==> src/hw/qla_pkg.sv <==
package qla_pkg;

    // ----------------------------------------
    // sizes and types
    // ----------------------------------------
    localparam int NUM_AXES  = 4;
    localparam int ENC_WIDTH = 24;

    typedef logic [15:0]          addr_t;
    typedef logic [31:0]          data_t;
    typedef logic [15:0]          dac_t;          // offset binary, midscale = zero current
    typedef logic [ENC_WIDTH-1:0] enc_count_t;

    // address bits 15..12
    typedef enum logic [3:0] {
        ADDR_MAIN     = 4'h0,
        ADDR_HUB      = 4'h1,                     // not mapped in this core
        ADDR_PROM     = 4'h2,
        ADDR_PROM_QLA = 4'h3,
        ADDR_ETH      = 4'h4,
        ADDR_FW       = 4'h5,
        ADDR_DS       = 4'h6,
        ADDR_DATA_BUF = 4'h8
    } addr_space_e;

    // address bits 3..0 inside an axis channel
    typedef enum logic [3:0] {
        OFF_ADC_DATA  = 4'h0,                     // current feedback
        OFF_DAC_CTRL  = 4'h1,
        OFF_ENC_LOAD  = 4'h2,
        OFF_ENC_DATA  = 4'h5,
        OFF_DOUT_CTRL = 4'h7
    } reg_off_e;

    localparam logic [3:0] CHAN_BOARD = 4'h0;     // address bits 7..4
    localparam logic [3:0] REG_STATUS = 4'h0;     // offset on channel 0

    // ----------------------------------------
    // reset values and safety limits
    // ----------------------------------------
    localparam dac_t       DAC_MIDSCALE  = 16'h8000;
    localparam enc_count_t ENC_MIDRANGE  = 24'h800000;
    localparam dac_t       SAFETY_MARGIN = 16'h0400;
    localparam int         SAFETY_HOLD   = 4;     // consecutive over-limit cycles
    localparam int         SAFETY_CNT_W  = $clog2(SAFETY_HOLD + 1);

    // status word layout
    localparam int STAT_AMP_LSB  = 0;
    localparam int STAT_PWR_BIT  = 4;
    localparam int STAT_SAFE_LSB = 8;
    localparam int STAT_ID_LSB   = 24;

    // main space, channel axis+1, matching offset
    function automatic logic axis_hit(input addr_t a, input reg_off_e off, input int axis);
        return (a[15:12] == ADDR_MAIN) && (a[7:4] == 4'(axis + 1)) && (a[3:0] == off);
    endfunction

endpackage

==> src/hw/host_bus_arbiter.sv <==
`timescale 1ns/1ns

module host_bus_arbiter (
    // firewire side
    input  logic           fw_reg_wen,
    input  qla_pkg::addr_t fw_reg_waddr,
    input  qla_pkg::data_t fw_reg_wdata,
    input  qla_pkg::addr_t fw_reg_raddr,
    // ethernet side
    input  logic           eth_reg_wen,
    input  qla_pkg::addr_t eth_reg_waddr,
    input  qla_pkg::data_t eth_reg_wdata,
    input  qla_pkg::addr_t eth_reg_raddr,
    input  logic           eth_read_en,     // eth owns the read address
    // internal register bus
    output logic           reg_wen,
    output qla_pkg::addr_t reg_waddr,
    output qla_pkg::data_t reg_wdata,
    output qla_pkg::addr_t reg_raddr
);

    // ----------------------------------------
    // write side, ethernet wins
    // ----------------------------------------
    // a same-cycle fw write still raises the strobe
    // but lands at the eth address with eth data
    assign reg_wen   = fw_reg_wen | eth_reg_wen;
    assign reg_waddr = eth_reg_wen ? eth_reg_waddr : fw_reg_waddr;
    assign reg_wdata = eth_reg_wen ? eth_reg_wdata : fw_reg_wdata;

    // ----------------------------------------
    // read side
    // ----------------------------------------
    // fw is the default owner of the read address
    assign reg_raddr = eth_read_en ? eth_reg_raddr : fw_reg_raddr;

endmodule

==> src/hw/axis_cmd_regs.sv <==
`timescale 1ns/1ns

module axis_cmd_regs (
    input  logic                                   sysclk,
    input  logic                                   rst_n,
    input  logic                                   reg_wen,
    input  qla_pkg::addr_t                         reg_waddr,
    input  qla_pkg::data_t                         reg_wdata,
    input  qla_pkg::addr_t                         reg_raddr,
    input  qla_pkg::dac_t [qla_pkg::NUM_AXES-1:0]  cur_fb,     // adc current feedback
    output qla_pkg::dac_t [qla_pkg::NUM_AXES-1:0]  cur_cmd,    // dac current command
    output logic          [qla_pkg::NUM_AXES-1:0]  dout,
    output qla_pkg::data_t                         reg_rdata
);

    logic [qla_pkg::NUM_AXES-1:0] dac_wr;    // per-axis write hits
    logic [qla_pkg::NUM_AXES-1:0] dout_wr;

    // ----------------------------------------
    // write decode
    // ----------------------------------------
    always_comb begin
        for (int i = 0; i < qla_pkg::NUM_AXES; i++) begin
            dac_wr[i]  = reg_wen && qla_pkg::axis_hit(reg_waddr, qla_pkg::OFF_DAC_CTRL, i);
            dout_wr[i] = reg_wen && qla_pkg::axis_hit(reg_waddr, qla_pkg::OFF_DOUT_CTRL, i);
        end
    end

    // command and dout registers
    always_ff @(posedge sysclk) begin
        if (!rst_n) begin
            for (int i = 0; i < qla_pkg::NUM_AXES; i++) begin
                cur_cmd[i] <= qla_pkg::DAC_MIDSCALE;    // zero current
            end
            dout <= '0;
        end else begin
            for (int i = 0; i < qla_pkg::NUM_AXES; i++) begin
                if (dac_wr[i]) begin
                    cur_cmd[i] <= reg_wdata[15:0];
                end
                if (dout_wr[i]) begin
                    dout[i] <= reg_wdata[0];
                end
            end
        end
    end

    // ----------------------------------------
    // read-back, zero when no hit
    // ----------------------------------------
    always_comb begin
        reg_rdata = '0;
        for (int i = 0; i < qla_pkg::NUM_AXES; i++) begin
            if (qla_pkg::axis_hit(reg_raddr, qla_pkg::OFF_DAC_CTRL, i)) begin
                reg_rdata = {16'd0, cur_cmd[i]};
            end
            if (qla_pkg::axis_hit(reg_raddr, qla_pkg::OFF_DOUT_CTRL, i)) begin
                reg_rdata = {31'd0, dout[i]};
            end
            if (qla_pkg::axis_hit(reg_raddr, qla_pkg::OFF_ADC_DATA, i)) begin
                reg_rdata = {16'd0, cur_fb[i]};  // upper half was pot feedback
            end
        end
    end

endmodule

==> src/hw/quad_encoder.sv <==
`timescale 1ns/1ns

module quad_encoder (
    input  logic                         sysclk,
    input  logic                         rst_n,
    input  logic [qla_pkg::NUM_AXES-1:0] enc_a,
    input  logic [qla_pkg::NUM_AXES-1:0] enc_b,
    input  logic                         reg_wen,
    input  qla_pkg::addr_t               reg_waddr,
    input  qla_pkg::data_t               reg_wdata,
    input  qla_pkg::addr_t               reg_raddr,
    output qla_pkg::data_t               reg_rdata
);

    logic [qla_pkg::NUM_AXES-1:0] a_meta, b_meta;    // first sync stage
    logic [qla_pkg::NUM_AXES-1:0] a_sync, b_sync;    // second sync stage
    logic [qla_pkg::NUM_AXES-1:0] a_prev, b_prev;    // last decoded phase
    logic [qla_pkg::NUM_AXES-1:0] step;              // exactly one input moved
    logic [qla_pkg::NUM_AXES-1:0] step_up;
    logic [qla_pkg::NUM_AXES-1:0] load;

    qla_pkg::enc_count_t [qla_pkg::NUM_AXES-1:0] count;
    qla_pkg::enc_count_t [qla_pkg::NUM_AXES-1:0] preload;

    // ----------------------------------------
    // input sync, 2 flops plus phase history
    // ----------------------------------------
    always_ff @(posedge sysclk) begin
        a_meta <= enc_a;
        b_meta <= enc_b;
        a_sync <= a_meta;
        b_sync <= b_meta;
        a_prev <= a_sync;
        b_prev <= b_sync;
    end

    // x4 decode, 00 10 11 01 counts up
    assign step    = (a_sync ^ a_prev) ^ (b_sync ^ b_prev);  // both moving cancels out
    assign step_up = a_sync ^ b_prev;

    always_comb begin
        for (int i = 0; i < qla_pkg::NUM_AXES; i++) begin
            load[i] = reg_wen && qla_pkg::axis_hit(reg_waddr, qla_pkg::OFF_ENC_LOAD, i);
        end
    end

    // counters, preload write wins over a step
    always_ff @(posedge sysclk) begin
        if (!rst_n) begin
            for (int i = 0; i < qla_pkg::NUM_AXES; i++) begin
                count[i]   <= qla_pkg::ENC_MIDRANGE;
                preload[i] <= qla_pkg::ENC_MIDRANGE;
            end
        end else begin
            for (int i = 0; i < qla_pkg::NUM_AXES; i++) begin
                if (load[i]) begin
                    preload[i] <= reg_wdata[qla_pkg::ENC_WIDTH-1:0];
                    count[i]   <= reg_wdata[qla_pkg::ENC_WIDTH-1:0];
                end else if (step[i]) begin
                    count[i] <= step_up[i] ? count[i] + 1'b1 : count[i] - 1'b1;
                end
            end
        end
    end

    // ----------------------------------------
    // read-back, zero extended
    // ----------------------------------------
    always_comb begin
        reg_rdata = '0;
        for (int i = 0; i < qla_pkg::NUM_AXES; i++) begin
            if (qla_pkg::axis_hit(reg_raddr, qla_pkg::OFF_ENC_LOAD, i)) begin
                reg_rdata = qla_pkg::data_t'(preload[i]);
            end
            if (qla_pkg::axis_hit(reg_raddr, qla_pkg::OFF_ENC_DATA, i)) begin
                reg_rdata = qla_pkg::data_t'(count[i]);
            end
        end
    end

endmodule

==> src/hw/current_safety.sv <==
`timescale 1ns/1ns

module current_safety (
    input  logic                                  sysclk,
    input  logic                                  rst_n,
    input  qla_pkg::dac_t [qla_pkg::NUM_AXES-1:0] cur_fb,
    input  qla_pkg::dac_t [qla_pkg::NUM_AXES-1:0] cur_cmd,
    input  logic          [qla_pkg::NUM_AXES-1:0] clear_disable,   // one-cycle pulse
    output logic          [qla_pkg::NUM_AXES-1:0] safety_disable
);

    logic [qla_pkg::NUM_AXES-1:0] over_now;    // comparator output
    logic [qla_pkg::NUM_AXES-1:0] over_q;      // registered compare
    logic [qla_pkg::SAFETY_CNT_W-1:0] hold_cnt [qla_pkg::NUM_AXES];

    // distance from midscale, either direction
    function automatic qla_pkg::dac_t magnitude(input qla_pkg::dac_t v);
        return (v >= qla_pkg::DAC_MIDSCALE) ? v - qla_pkg::DAC_MIDSCALE
                                            : qla_pkg::DAC_MIDSCALE - v;
    endfunction

    // ----------------------------------------
    // |fb| > 2*|cmd| + margin
    // ----------------------------------------
    always_comb begin
        logic [17:0] limit;
        for (int i = 0; i < qla_pkg::NUM_AXES; i++) begin
            limit       = {1'b0, magnitude(cur_cmd[i]), 1'b0} + 18'(qla_pkg::SAFETY_MARGIN);
            over_now[i] = 18'(magnitude(cur_fb[i])) > limit;
        end
    end

    // persistence filter and latched disable
    always_ff @(posedge sysclk) begin
        if (!rst_n) begin
            over_q         <= '0;
            safety_disable <= '0;
            for (int i = 0; i < qla_pkg::NUM_AXES; i++) begin
                hold_cnt[i] <= '0;
            end
        end else begin
            over_q <= over_now;
            for (int i = 0; i < qla_pkg::NUM_AXES; i++) begin
                if (clear_disable[i]) begin
                    safety_disable[i] <= 1'b0;    // restart the filter too
                    hold_cnt[i]       <= '0;
                end else if (!over_q[i]) begin
                    hold_cnt[i] <= '0;            // disable stays latched
                end else if (hold_cnt[i] == qla_pkg::SAFETY_CNT_W'(qla_pkg::SAFETY_HOLD - 1)) begin
                    safety_disable[i] <= 1'b1;
                end else begin
                    hold_cnt[i] <= hold_cnt[i] + 1'b1;
                end
            end
        end
    end

endmodule

==> src/hw/board_regs.sv <==
`timescale 1ns/1ns

module board_regs (
    input  logic                         sysclk,
    input  logic                         rst_n,
    input  logic [3:0]                   wenid,            // rotary switch, active low
    input  logic [qla_pkg::NUM_AXES-1:0] safety_disable,
    input  logic                         reg_wen,
    input  qla_pkg::addr_t               reg_waddr,
    input  qla_pkg::data_t               reg_wdata,
    input  qla_pkg::addr_t               reg_raddr,
    output logic [qla_pkg::NUM_AXES-1:0] amp_en,
    output logic                         pwr_en,
    output logic [qla_pkg::NUM_AXES-1:0] clear_disable,
    output qla_pkg::data_t               reg_rdata
);

    logic                         status_wr;
    logic                         status_rd;
    logic [qla_pkg::NUM_AXES-1:0] amp_req;       // requested enables as written
    logic [qla_pkg::NUM_AXES-1:0] wr_amp_bits;
    qla_pkg::data_t               status_word;

    // ----------------------------------------
    // channel 0 decode
    // ----------------------------------------
    assign status_wr = reg_wen && (reg_waddr[15:12] == qla_pkg::ADDR_MAIN)
                    && (reg_waddr[7:4] == qla_pkg::CHAN_BOARD)
                    && (reg_waddr[3:0] == qla_pkg::REG_STATUS);
    assign status_rd = (reg_raddr[15:12] == qla_pkg::ADDR_MAIN)
                    && (reg_raddr[7:4] == qla_pkg::CHAN_BOARD)
                    && (reg_raddr[3:0] == qla_pkg::REG_STATUS);

    assign wr_amp_bits = reg_wdata[qla_pkg::STAT_AMP_LSB +: qla_pkg::NUM_AXES];

    always_ff @(posedge sysclk) begin
        if (!rst_n) begin
            amp_req <= '0;
            pwr_en  <= 1'b0;
        end else if (status_wr) begin
            amp_req <= wr_amp_bits;
            pwr_en  <= reg_wdata[qla_pkg::STAT_PWR_BIT];
        end
    end

    // pwr bit clears every axis, amp bit only its own
    assign clear_disable = status_wr
        ? ({qla_pkg::NUM_AXES{reg_wdata[qla_pkg::STAT_PWR_BIT]}} | wr_amp_bits) : '0;

    assign amp_en = amp_req & {qla_pkg::NUM_AXES{pwr_en}} & ~safety_disable;

    // ----------------------------------------
    // status read-back
    // ----------------------------------------
    always_comb begin
        status_word = '0;
        status_word[qla_pkg::STAT_ID_LSB +: 4]                  = ~wenid;    // board id
        status_word[qla_pkg::STAT_SAFE_LSB +: qla_pkg::NUM_AXES] = safety_disable;
        status_word[qla_pkg::STAT_PWR_BIT]                      = pwr_en;
        status_word[qla_pkg::STAT_AMP_LSB +: qla_pkg::NUM_AXES]  = amp_req;
    end

    assign reg_rdata = status_rd ? status_word : '0;

endmodule

==> src/hw/qla_ctrl_top.sv <==
`timescale 1ns/1ns

module qla_ctrl_top (
    input  logic                                  sysclk,
    input  logic                                  rst_n,
    // host ports
    input  logic                                  fw_reg_wen,
    input  qla_pkg::addr_t                        fw_reg_waddr,
    input  qla_pkg::data_t                        fw_reg_wdata,
    input  qla_pkg::addr_t                        fw_reg_raddr,
    input  logic                                  eth_reg_wen,
    input  qla_pkg::addr_t                        eth_reg_waddr,
    input  qla_pkg::data_t                        eth_reg_wdata,
    input  qla_pkg::addr_t                        eth_reg_raddr,
    input  logic                                  eth_read_en,
    // board i/o
    input  logic          [3:0]                   wenid,
    input  logic          [qla_pkg::NUM_AXES-1:0] enc_a,
    input  logic          [qla_pkg::NUM_AXES-1:0] enc_b,
    input  qla_pkg::dac_t [qla_pkg::NUM_AXES-1:0] cur_fb,
    output qla_pkg::data_t                        reg_rdata,
    output qla_pkg::dac_t [qla_pkg::NUM_AXES-1:0] dac_cmd,
    output logic          [qla_pkg::NUM_AXES-1:0] dout,
    output logic          [qla_pkg::NUM_AXES-1:0] amp_en,
    output logic                                  pwr_en
);

    // ----------------------------------------
    // internal bus and cross-module wires
    // ----------------------------------------
    logic                         reg_wen;
    qla_pkg::addr_t               reg_waddr;
    qla_pkg::data_t               reg_wdata;
    qla_pkg::addr_t               reg_raddr;
    qla_pkg::data_t               rdata_axis;       // dac, dout, adc
    qla_pkg::data_t               rdata_enc;
    qla_pkg::data_t               rdata_board;      // channel 0
    logic [qla_pkg::NUM_AXES-1:0] safety_disable;
    logic [qla_pkg::NUM_AXES-1:0] clear_disable;

    host_bus_arbiter u_arb (
        .fw_reg_wen, .fw_reg_waddr, .fw_reg_wdata, .fw_reg_raddr,
        .eth_reg_wen, .eth_reg_waddr, .eth_reg_wdata, .eth_reg_raddr, .eth_read_en,
        .reg_wen, .reg_waddr, .reg_wdata, .reg_raddr
    );

    axis_cmd_regs u_cmd (
        .sysclk, .rst_n, .reg_wen, .reg_waddr, .reg_wdata, .reg_raddr,
        .cur_fb, .cur_cmd(dac_cmd), .dout, .reg_rdata(rdata_axis)
    );

    quad_encoder u_enc (
        .sysclk, .rst_n, .enc_a, .enc_b,
        .reg_wen, .reg_waddr, .reg_wdata, .reg_raddr, .reg_rdata(rdata_enc)
    );

    current_safety u_safe (
        .sysclk, .rst_n, .cur_fb, .cur_cmd(dac_cmd), .clear_disable, .safety_disable
    );

    board_regs u_chan0 (
        .sysclk, .rst_n, .wenid, .safety_disable,
        .reg_wen, .reg_waddr, .reg_wdata, .reg_raddr,
        .amp_en, .pwr_en, .clear_disable, .reg_rdata(rdata_board)
    );

    // leaves return zero on a miss, other spaces read 0
    assign reg_rdata = rdata_axis | rdata_enc | rdata_board;

endmodule

==> config.mk <==
export PLATFORM = sky130hd
export DESIGN_NAME = qla_ctrl_top
export DESIGN_NICKNAME = d
export VERILOG_FILES = /design/src/hw/qla_pkg.sv /design/src/hw/host_bus_arbiter.sv /design/src/hw/axis_cmd_regs.sv /design/src/hw/quad_encoder.sv /design/src/hw/current_safety.sv /design/src/hw/board_regs.sv /design/src/hw/qla_ctrl_top.sv
export SDC_FILE = /design/constraint.sdc
export NUM_CORES = 1
export LEC_CHECK = 0
export BUFFER_PORTS_ARGS = -buffer_cell sky130_fd_sc_hd__buf_2
export CAP_MARGIN = 20
export CORE_MARGIN = 1
export CORE_UTILIZATION = 50
export DETAILED_ROUTE_END_ITERATION = 10
export GPL_ROUTABILITY_DRIVEN = 0
export PLACE_DENSITY = 0.79
export SLEW_MARGIN = 20
export SYNTH_ARGS = -nofsm -noshare
export SYNTH_HDL_FRONTEND = slang
export SYNTH_SLANG_ARGS = --single-unit
==> constraint.sdc <==
create_clock -name sysclk -period 10.3 [get_ports sysclk]
set_input_delay 1.545 -clock sysclk [delete_from_list [all_inputs] [get_ports sysclk]]
set_output_delay 1.545 -clock sysclk [all_outputs]
set_load 0.1 [all_outputs]
* Yosys cells after proc, flatten, opt, wreduce, memory -nomap -nowiden
Memories as Yosys holds them, arrays and structs flattened.
Index checks and enable logic that the tools add are counted.
** Operators by class
- $add $sub $neg :: 32
- Order comparisons :: 12
- Equality and inequality tests :: 19
- Muxes and demuxes :: 106
- Bitwise operators :: 25
- Reductions and logical operators :: 75
** Operators by type and width (number)
- 2-to-1 mux 24 bit :: 21
- 2-to-1 mux 16 bit :: 22
- greater-or-equal comparator 16 bit, second input constant :: 8
- subtractor 16 bit, first input constant :: 8
- subtractor 16 bit, second input constant :: 8
- adder 24 x 1 -> 24 bit, second input constant :: 4
- subtractor 24 x 1 -> 24 bit, second input constant :: 4
- adder 17 x 11 -> 18 bit, second input constant :: 4
- greater-than comparator 16 x 18 -> 1 bit :: 4
- OR 32 bit :: 2
- logical AND 1 bit :: 57
- 2-to-1 mux 1 bit :: 49
- 2-to-1 mux 3 bit :: 12
- 2-to-1 mux 28 bit :: 1
- equality test 4 x 2 -> 1 bit, second input constant :: 6
- logical NOT 4 bit :: 6
- equality test 4 x 3 -> 1 bit, second input constant :: 5
- equality test 4 x 1 -> 1 bit, second input constant :: 4
- XOR 4 bit :: 4
- OR 1 bit :: 13
- adder 3 x 1 -> 3 bit, second input constant :: 4
- equality test 3 x 2 -> 1 bit, second input constant :: 4
- bitwise AND 4 bit :: 2
- inverter 4 bit :: 2
- other kinds (6) :: 15
** Word-level totals
- Register bits :: 297
- RAM bits :: 12
- Input bits :: 209
- Output and inout bits :: 105
- Memories kept :: 1
** Memory list
- u_safe.hold_cnt :: words 4, bits a word 3, rd ports 4, clocked after Yosys merged registers in 0, write ports 4, line current_safety.sv:14 : logic [qla_pkg::SAFETY_CNT_W-1:0] hold_cnt [qla_pkg::NUM_AXES];

* Longest topological paths before layout
- Depth after elaboration :: 18
- Depth in mapped cells :: 16

* Hierarchy
From an unflattened synthesis, not the netlist that was laid out.
** Unflattened totals
- Cells, all modules :: 3315
- Area, all modules :: 25110.3 um2
** Modules (own cells, without submodules)
- quad_encoder :: instances 1, cells each 1906, area each 13763.2 um2
- current_safety :: instances 1, cells each 714, area each 5303.8 um2
- axis_cmd_regs :: instances 1, cells each 510, area each 4439.3 um2
- host_bus_arbiter :: instances 1, cells each 72, area each 822.0 um2
- board_regs :: instances 1, cells each 81, area each 581.8 um2
- qla_ctrl_top :: instances 1, cells each 32, area each 200.2 um2

* Least setup slack after synthesis
OpenSTA, ideal clock, no wires.
- Path type :: input to output
- Start :: input port eth_reg_raddr[13]
- End :: output port reg_rdata[13]
- Arrival time :: 5188 ps
- Data required time :: 8755 ps
- Setup slack :: 3567 ps
- Cell stages on the path :: 10
- Path buffers :: 1
- Path through :: or4b_2 > o22ai_1 > o21a_1 > nand2_1 > nor2_1 > clkbuf_1 > a222oi_1 > a21oi_1 > nor3_1 > o2111ai_1
** On the way
- Word-level cells in the longest chain between the ends :: 18
- Elaborated cells on any way between the ends :: 48
** Ends and longest elaborated chain
- start: declaration :: line qla_ctrl_top.sv:14 : input qla_pkg::addr_t eth_reg_raddr,
- 2-to-1 mux 16 bit (*) :: line host_bus_arbiter.sv:35 : assign reg_raddr = eth_read_en ? eth_reg_raddr : fw_reg_raddr;
- logical NOT 4 bit (*) :: line qla_pkg.sv:55 : return (a[15:12] == ADDR_MAIN) && (a[7:4] == 4'(axis + 1)) && (a[3:0] == off);
- logical AND 1 bit (2 in a row) :: line qla_pkg.sv:55
- 2-to-1 mux 16 bit :: line axis_cmd_regs.sv:54 : if (qla_pkg::axis_hit(reg_raddr, qla_pkg::OFF_DAC_CTRL, i)) begin
- 2-to-1 mux 16 bit :: line axis_cmd_regs.sv:57 : if (qla_pkg::axis_hit(reg_raddr, qla_pkg::OFF_DOUT_CTRL, i)) begin
- 2-to-1 mux 16 bit :: line axis_cmd_regs.sv:60 : if (qla_pkg::axis_hit(reg_raddr, qla_pkg::OFF_ADC_DATA, i)) begin
- 2-to-1 mux 16 bit :: line axis_cmd_regs.sv:54
- 2-to-1 mux 16 bit :: line axis_cmd_regs.sv:57
- 2-to-1 mux 16 bit :: line axis_cmd_regs.sv:60
- 2-to-1 mux 16 bit :: line axis_cmd_regs.sv:54
- 2-to-1 mux 16 bit :: line axis_cmd_regs.sv:57
- 2-to-1 mux 16 bit :: line axis_cmd_regs.sv:60
- 2-to-1 mux 16 bit :: line axis_cmd_regs.sv:54
- 2-to-1 mux 16 bit :: line axis_cmd_regs.sv:57
- 2-to-1 mux 16 bit :: line axis_cmd_regs.sv:60
- OR 32 bit (*) (2 in a row) :: line qla_ctrl_top.sv:68 : assign reg_rdata = rdata_axis | rdata_enc | rdata_board;
- end: declaration :: line qla_ctrl_top.sv:21 : output qla_pkg::data_t reg_rdata,
Mark *: on every way between the ends. The rest lies on a longest branch, timed or not.

* Final worst setup path
- Start :: input port eth_read_en
- End :: output port reg_rdata[11]
** On the way
- Word-level cells in the longest chain between the ends :: 18
- Elaborated cells on any way between the ends :: 61
** Ends and longest elaborated chain
- start: declaration :: line qla_ctrl_top.sv:15 : input logic eth_read_en,
- 2-to-1 mux 16 bit (*) :: line host_bus_arbiter.sv:35
- equality test 4 x 1 -> 1 bit / logical NOT 4 bit (equally long branches) :: line qla_pkg.sv:55, board_regs.sv:30
- logical AND 1 bit (2 in a row) :: line qla_pkg.sv:55
- 2-to-1 mux 16 bit :: line axis_cmd_regs.sv:54
- 2-to-1 mux 16 bit :: line axis_cmd_regs.sv:57
- 2-to-1 mux 16 bit :: line axis_cmd_regs.sv:60
- 2-to-1 mux 16 bit :: line axis_cmd_regs.sv:54
- 2-to-1 mux 16 bit :: line axis_cmd_regs.sv:57
- 2-to-1 mux 16 bit :: line axis_cmd_regs.sv:60
- 2-to-1 mux 16 bit :: line axis_cmd_regs.sv:54
- 2-to-1 mux 16 bit :: line axis_cmd_regs.sv:57
- 2-to-1 mux 16 bit :: line axis_cmd_regs.sv:60
- 2-to-1 mux 16 bit :: line axis_cmd_regs.sv:54
- 2-to-1 mux 16 bit :: line axis_cmd_regs.sv:57
- 2-to-1 mux 16 bit :: line axis_cmd_regs.sv:60
- OR 32 bit :: line qla_ctrl_top.sv:68
- OR 32 bit (*) :: line qla_ctrl_top.sv:68
Marks and branches as above.

==> qor.yml <==
status: "finished clean"
drive_above_1_share_pct: 14.2
final_common_cell: "nor2_1"
ys_seq_elements: 309
mostFrequentLayoutCells: "nor2_1, dfxtp_1, buf_2, a21oi_1, nand2_1"
final_cells: 3684
cp_top_family: "simple AND/OR/NAND/NOR gates"
fin_setup_tns_ns: 0
avgSynthCellArea_um2: 7.77
viasPerCell: 6.61
num_vias: 24300
crit_path_end_kind: "output pin"
drc: 0
firstDrtPassIters: 10
drt_wl_total_um: 84900
maxCapViolations: 0
numCtsBuffers: 36
cp_num_buf_inv: 2
ys_seq_area_share_pct: 28.5
slew_headroom_pct: 8.77
pin_count: 314
critPathMaxStageDelay_ns: 1.01
critPathLaunchType: "input pin"
synth_cells: 2851
initialDrtViolationCount: 3528
postRouteAntennaNets: 0
leakagePower_nw: 10.9
cts_tree: "yes"
area_delta_synth_final_pct: 14.6
start_util_pct: 51.1
arrival_ns: 5.84
h-tree-depth: 2
crit_top_cell: "buf_2"
multi_input_comb_area_um2: 15100
synthArstFlopShare_pct: 0
final.setup_skew_ns: 0.0208
tightest_slew_ns: 1.33
yosys.area.top_type: "dfxtp_1"
rsz0062_at_grt: "false"
fill_cells: 3829
cts_resized: 0
coreArea_um2: 43400
grt_max_degree: 66
rr_startpoint: "u_enc.a_sync[1]$_DFF_P_"
postCtsSetupBuffers: 0
hold_path_class: "flop to flop"
overflow: 0
max_freq_mhz: 135
rows: 76
critical_path_class: "input pin to output pin"
power.density_nw_per_um2: 170
cp_max_fo: 17
cts_buffer_depth: 3
postCtsHoldBufs: 0
ys.flop_type: "dfxtp_1"
crit_path_cell_trace: "buf_2 > or4b_2 > o22ai_1 > nand3_1 > nor2_1 > a222oi_1 > and3_1 > nand4_1 > buf_2"
place_hpwl_um: 63200
clk_pin_slew_ns: 0.05
r2r_setup_slack_ns: 5.45
setup_viol: 0
die_area_um2: 45100
synth.cell_area_um2: 22100
grt_util_all_layers_pct: 37.3
synth_warnings: 0
clock_tree.root_cell: "clkbuf_16"
wl_per_cell_um: 23.0
crit_start: "eth_read_en"
portBuffers: 277
cts_sinks: 309
finalHoldViolations: 0
slew_viol_final: 0
synth_edf_count: 12
synth_area_leaders: "dfxtp_1, ha_1, nor2_1, a21oi_1, o21ai_0"
synth_top_area_share_pct: 26.8
post-route-min-period_ns: 7.38
regArea_um2: 6310
irDropWorstVdd_mv: 0.0957
grt_pass1_vias: 22300
grt_pass1_wl_um: 129000
die_w_um: 212
fin_nets: 3444
antenna_found_initial: 11
clk_latency_ns: 0.55
crit_slowest_cell: "nor2_1"
period_share_pct: 71.7
placed_cells: 3605
worstPathRequired_ns: 8.76
die_y_um: 212
ys_types: 80
min-delay-start: "u_enc.a_meta[1]$_DFF_P_"
[metal layers]
layer | global-route usage, % | part of all wire (%) | up-vias
met5 | 0 | 0.031 | -
met4 | 27.6 | 8.3 | 4
met3 | 13.4 | 12 | 450
met2 | 55.9 | 43 | 1688
met1 | 43.7 | 37 | 11300
li1 | - | - | 10900
[flip-flops by register name, indices dropped and copies added, names as in the netlist]
signal	count
u_safe.over_q	4
u_enc.b_prev	4
u_enc.a_meta	4
u_enc.a_sync	4
u_chan0.pwr_en	1
u_enc.a_prev	4
u_safe.hold_cnt	12
u_enc.b_sync	4
u_cmd.dout	4
u_chan0.amp_req	4
u_cmd.cur_cmd	64
u_enc.count	96
u_enc.preload	96
u_enc.b_meta	4
u_safe.safety_disable	4
[metrics by stage]
stage                     power, mW  setup slack, ns  hold WS, ns  instance area, µm²  util, %
after floorplan                2.54             3.57        0.310               22200        -
after global placement         2.87             3.18        0.311               24100     55.5
after detailed placement       2.94             3.21        0.312               24100     55.5
after CTS                      4.27             3.18        0.325               25300     58.3
after global routing           4.54             2.93        0.332               25400     58.5
final                          4.32             2.92        0.325               25400     58.5
[cell type report]
type                       count  share of cell area (%)
clock inverter                16                   0.769
timing repair buffer         319                    6.72
sequential                   309                    24.8
multi-input combinational   2323                    59.5
tap                          585                    2.88
antenna                       10                  0.0986
inverter                      74                    1.09
clock buffer                  48                    4.05
[synth_stat cells (all sizes together), types with 12 or more instances]
library cell and number:
nor2 422, dfxtp 297, a21oi 216, nand2 212
o21ai 197, ha 168, clkbuf 134, xor2 94
xnor2 93, nor3 91, inv 73, a22oi 69
nand3 62, a211oi 61, a21o 61, a31oi 47
a222oi 39, mux2i 37, nand4 33, nor2b 33
o211a 30, o21a 28, nor4 26, mux2 21
and3 19, or3 19, nand2b 18, nor3b 18
nand3b 15, a22o 14, and2 14, buf 14
o2111ai 14, edfxtp 12
[final timing paths]
check	cells after the start	to
hold reg to reg	0	u_enc.a_sync[1]$_DFF_P_
setup reg to reg	12	u_enc.count[47]$_SDFFE_PN1P_
setup / recovery	9	reg_rdata[11]
hold / removal	0	u_enc.a_sync[1]$_DFF_P_
[cells by family after synthesis]
group	after synthesis	share of synthesized area (%)
simple gates	1026	21.6
compound gates	876	26.1
flops	309	28.5
buf+inv	222	3.85
xor+xnor	187	7.40
fa+ha+maj	172	9.85
mux	58	2.74
other cells	1	0.0169
[power breakdown]
| group | switching (mW) | internal (mW) | leakage (nW) |
|---|---|---|---|
| clock | 0.539 | 0.803 | 0.598 |
| sequential | 0.130 | 1.32 | 2.57 |
| combinational | 0.895 | 0.631 | 7.70 |
(Power assumes the default switching activity.)
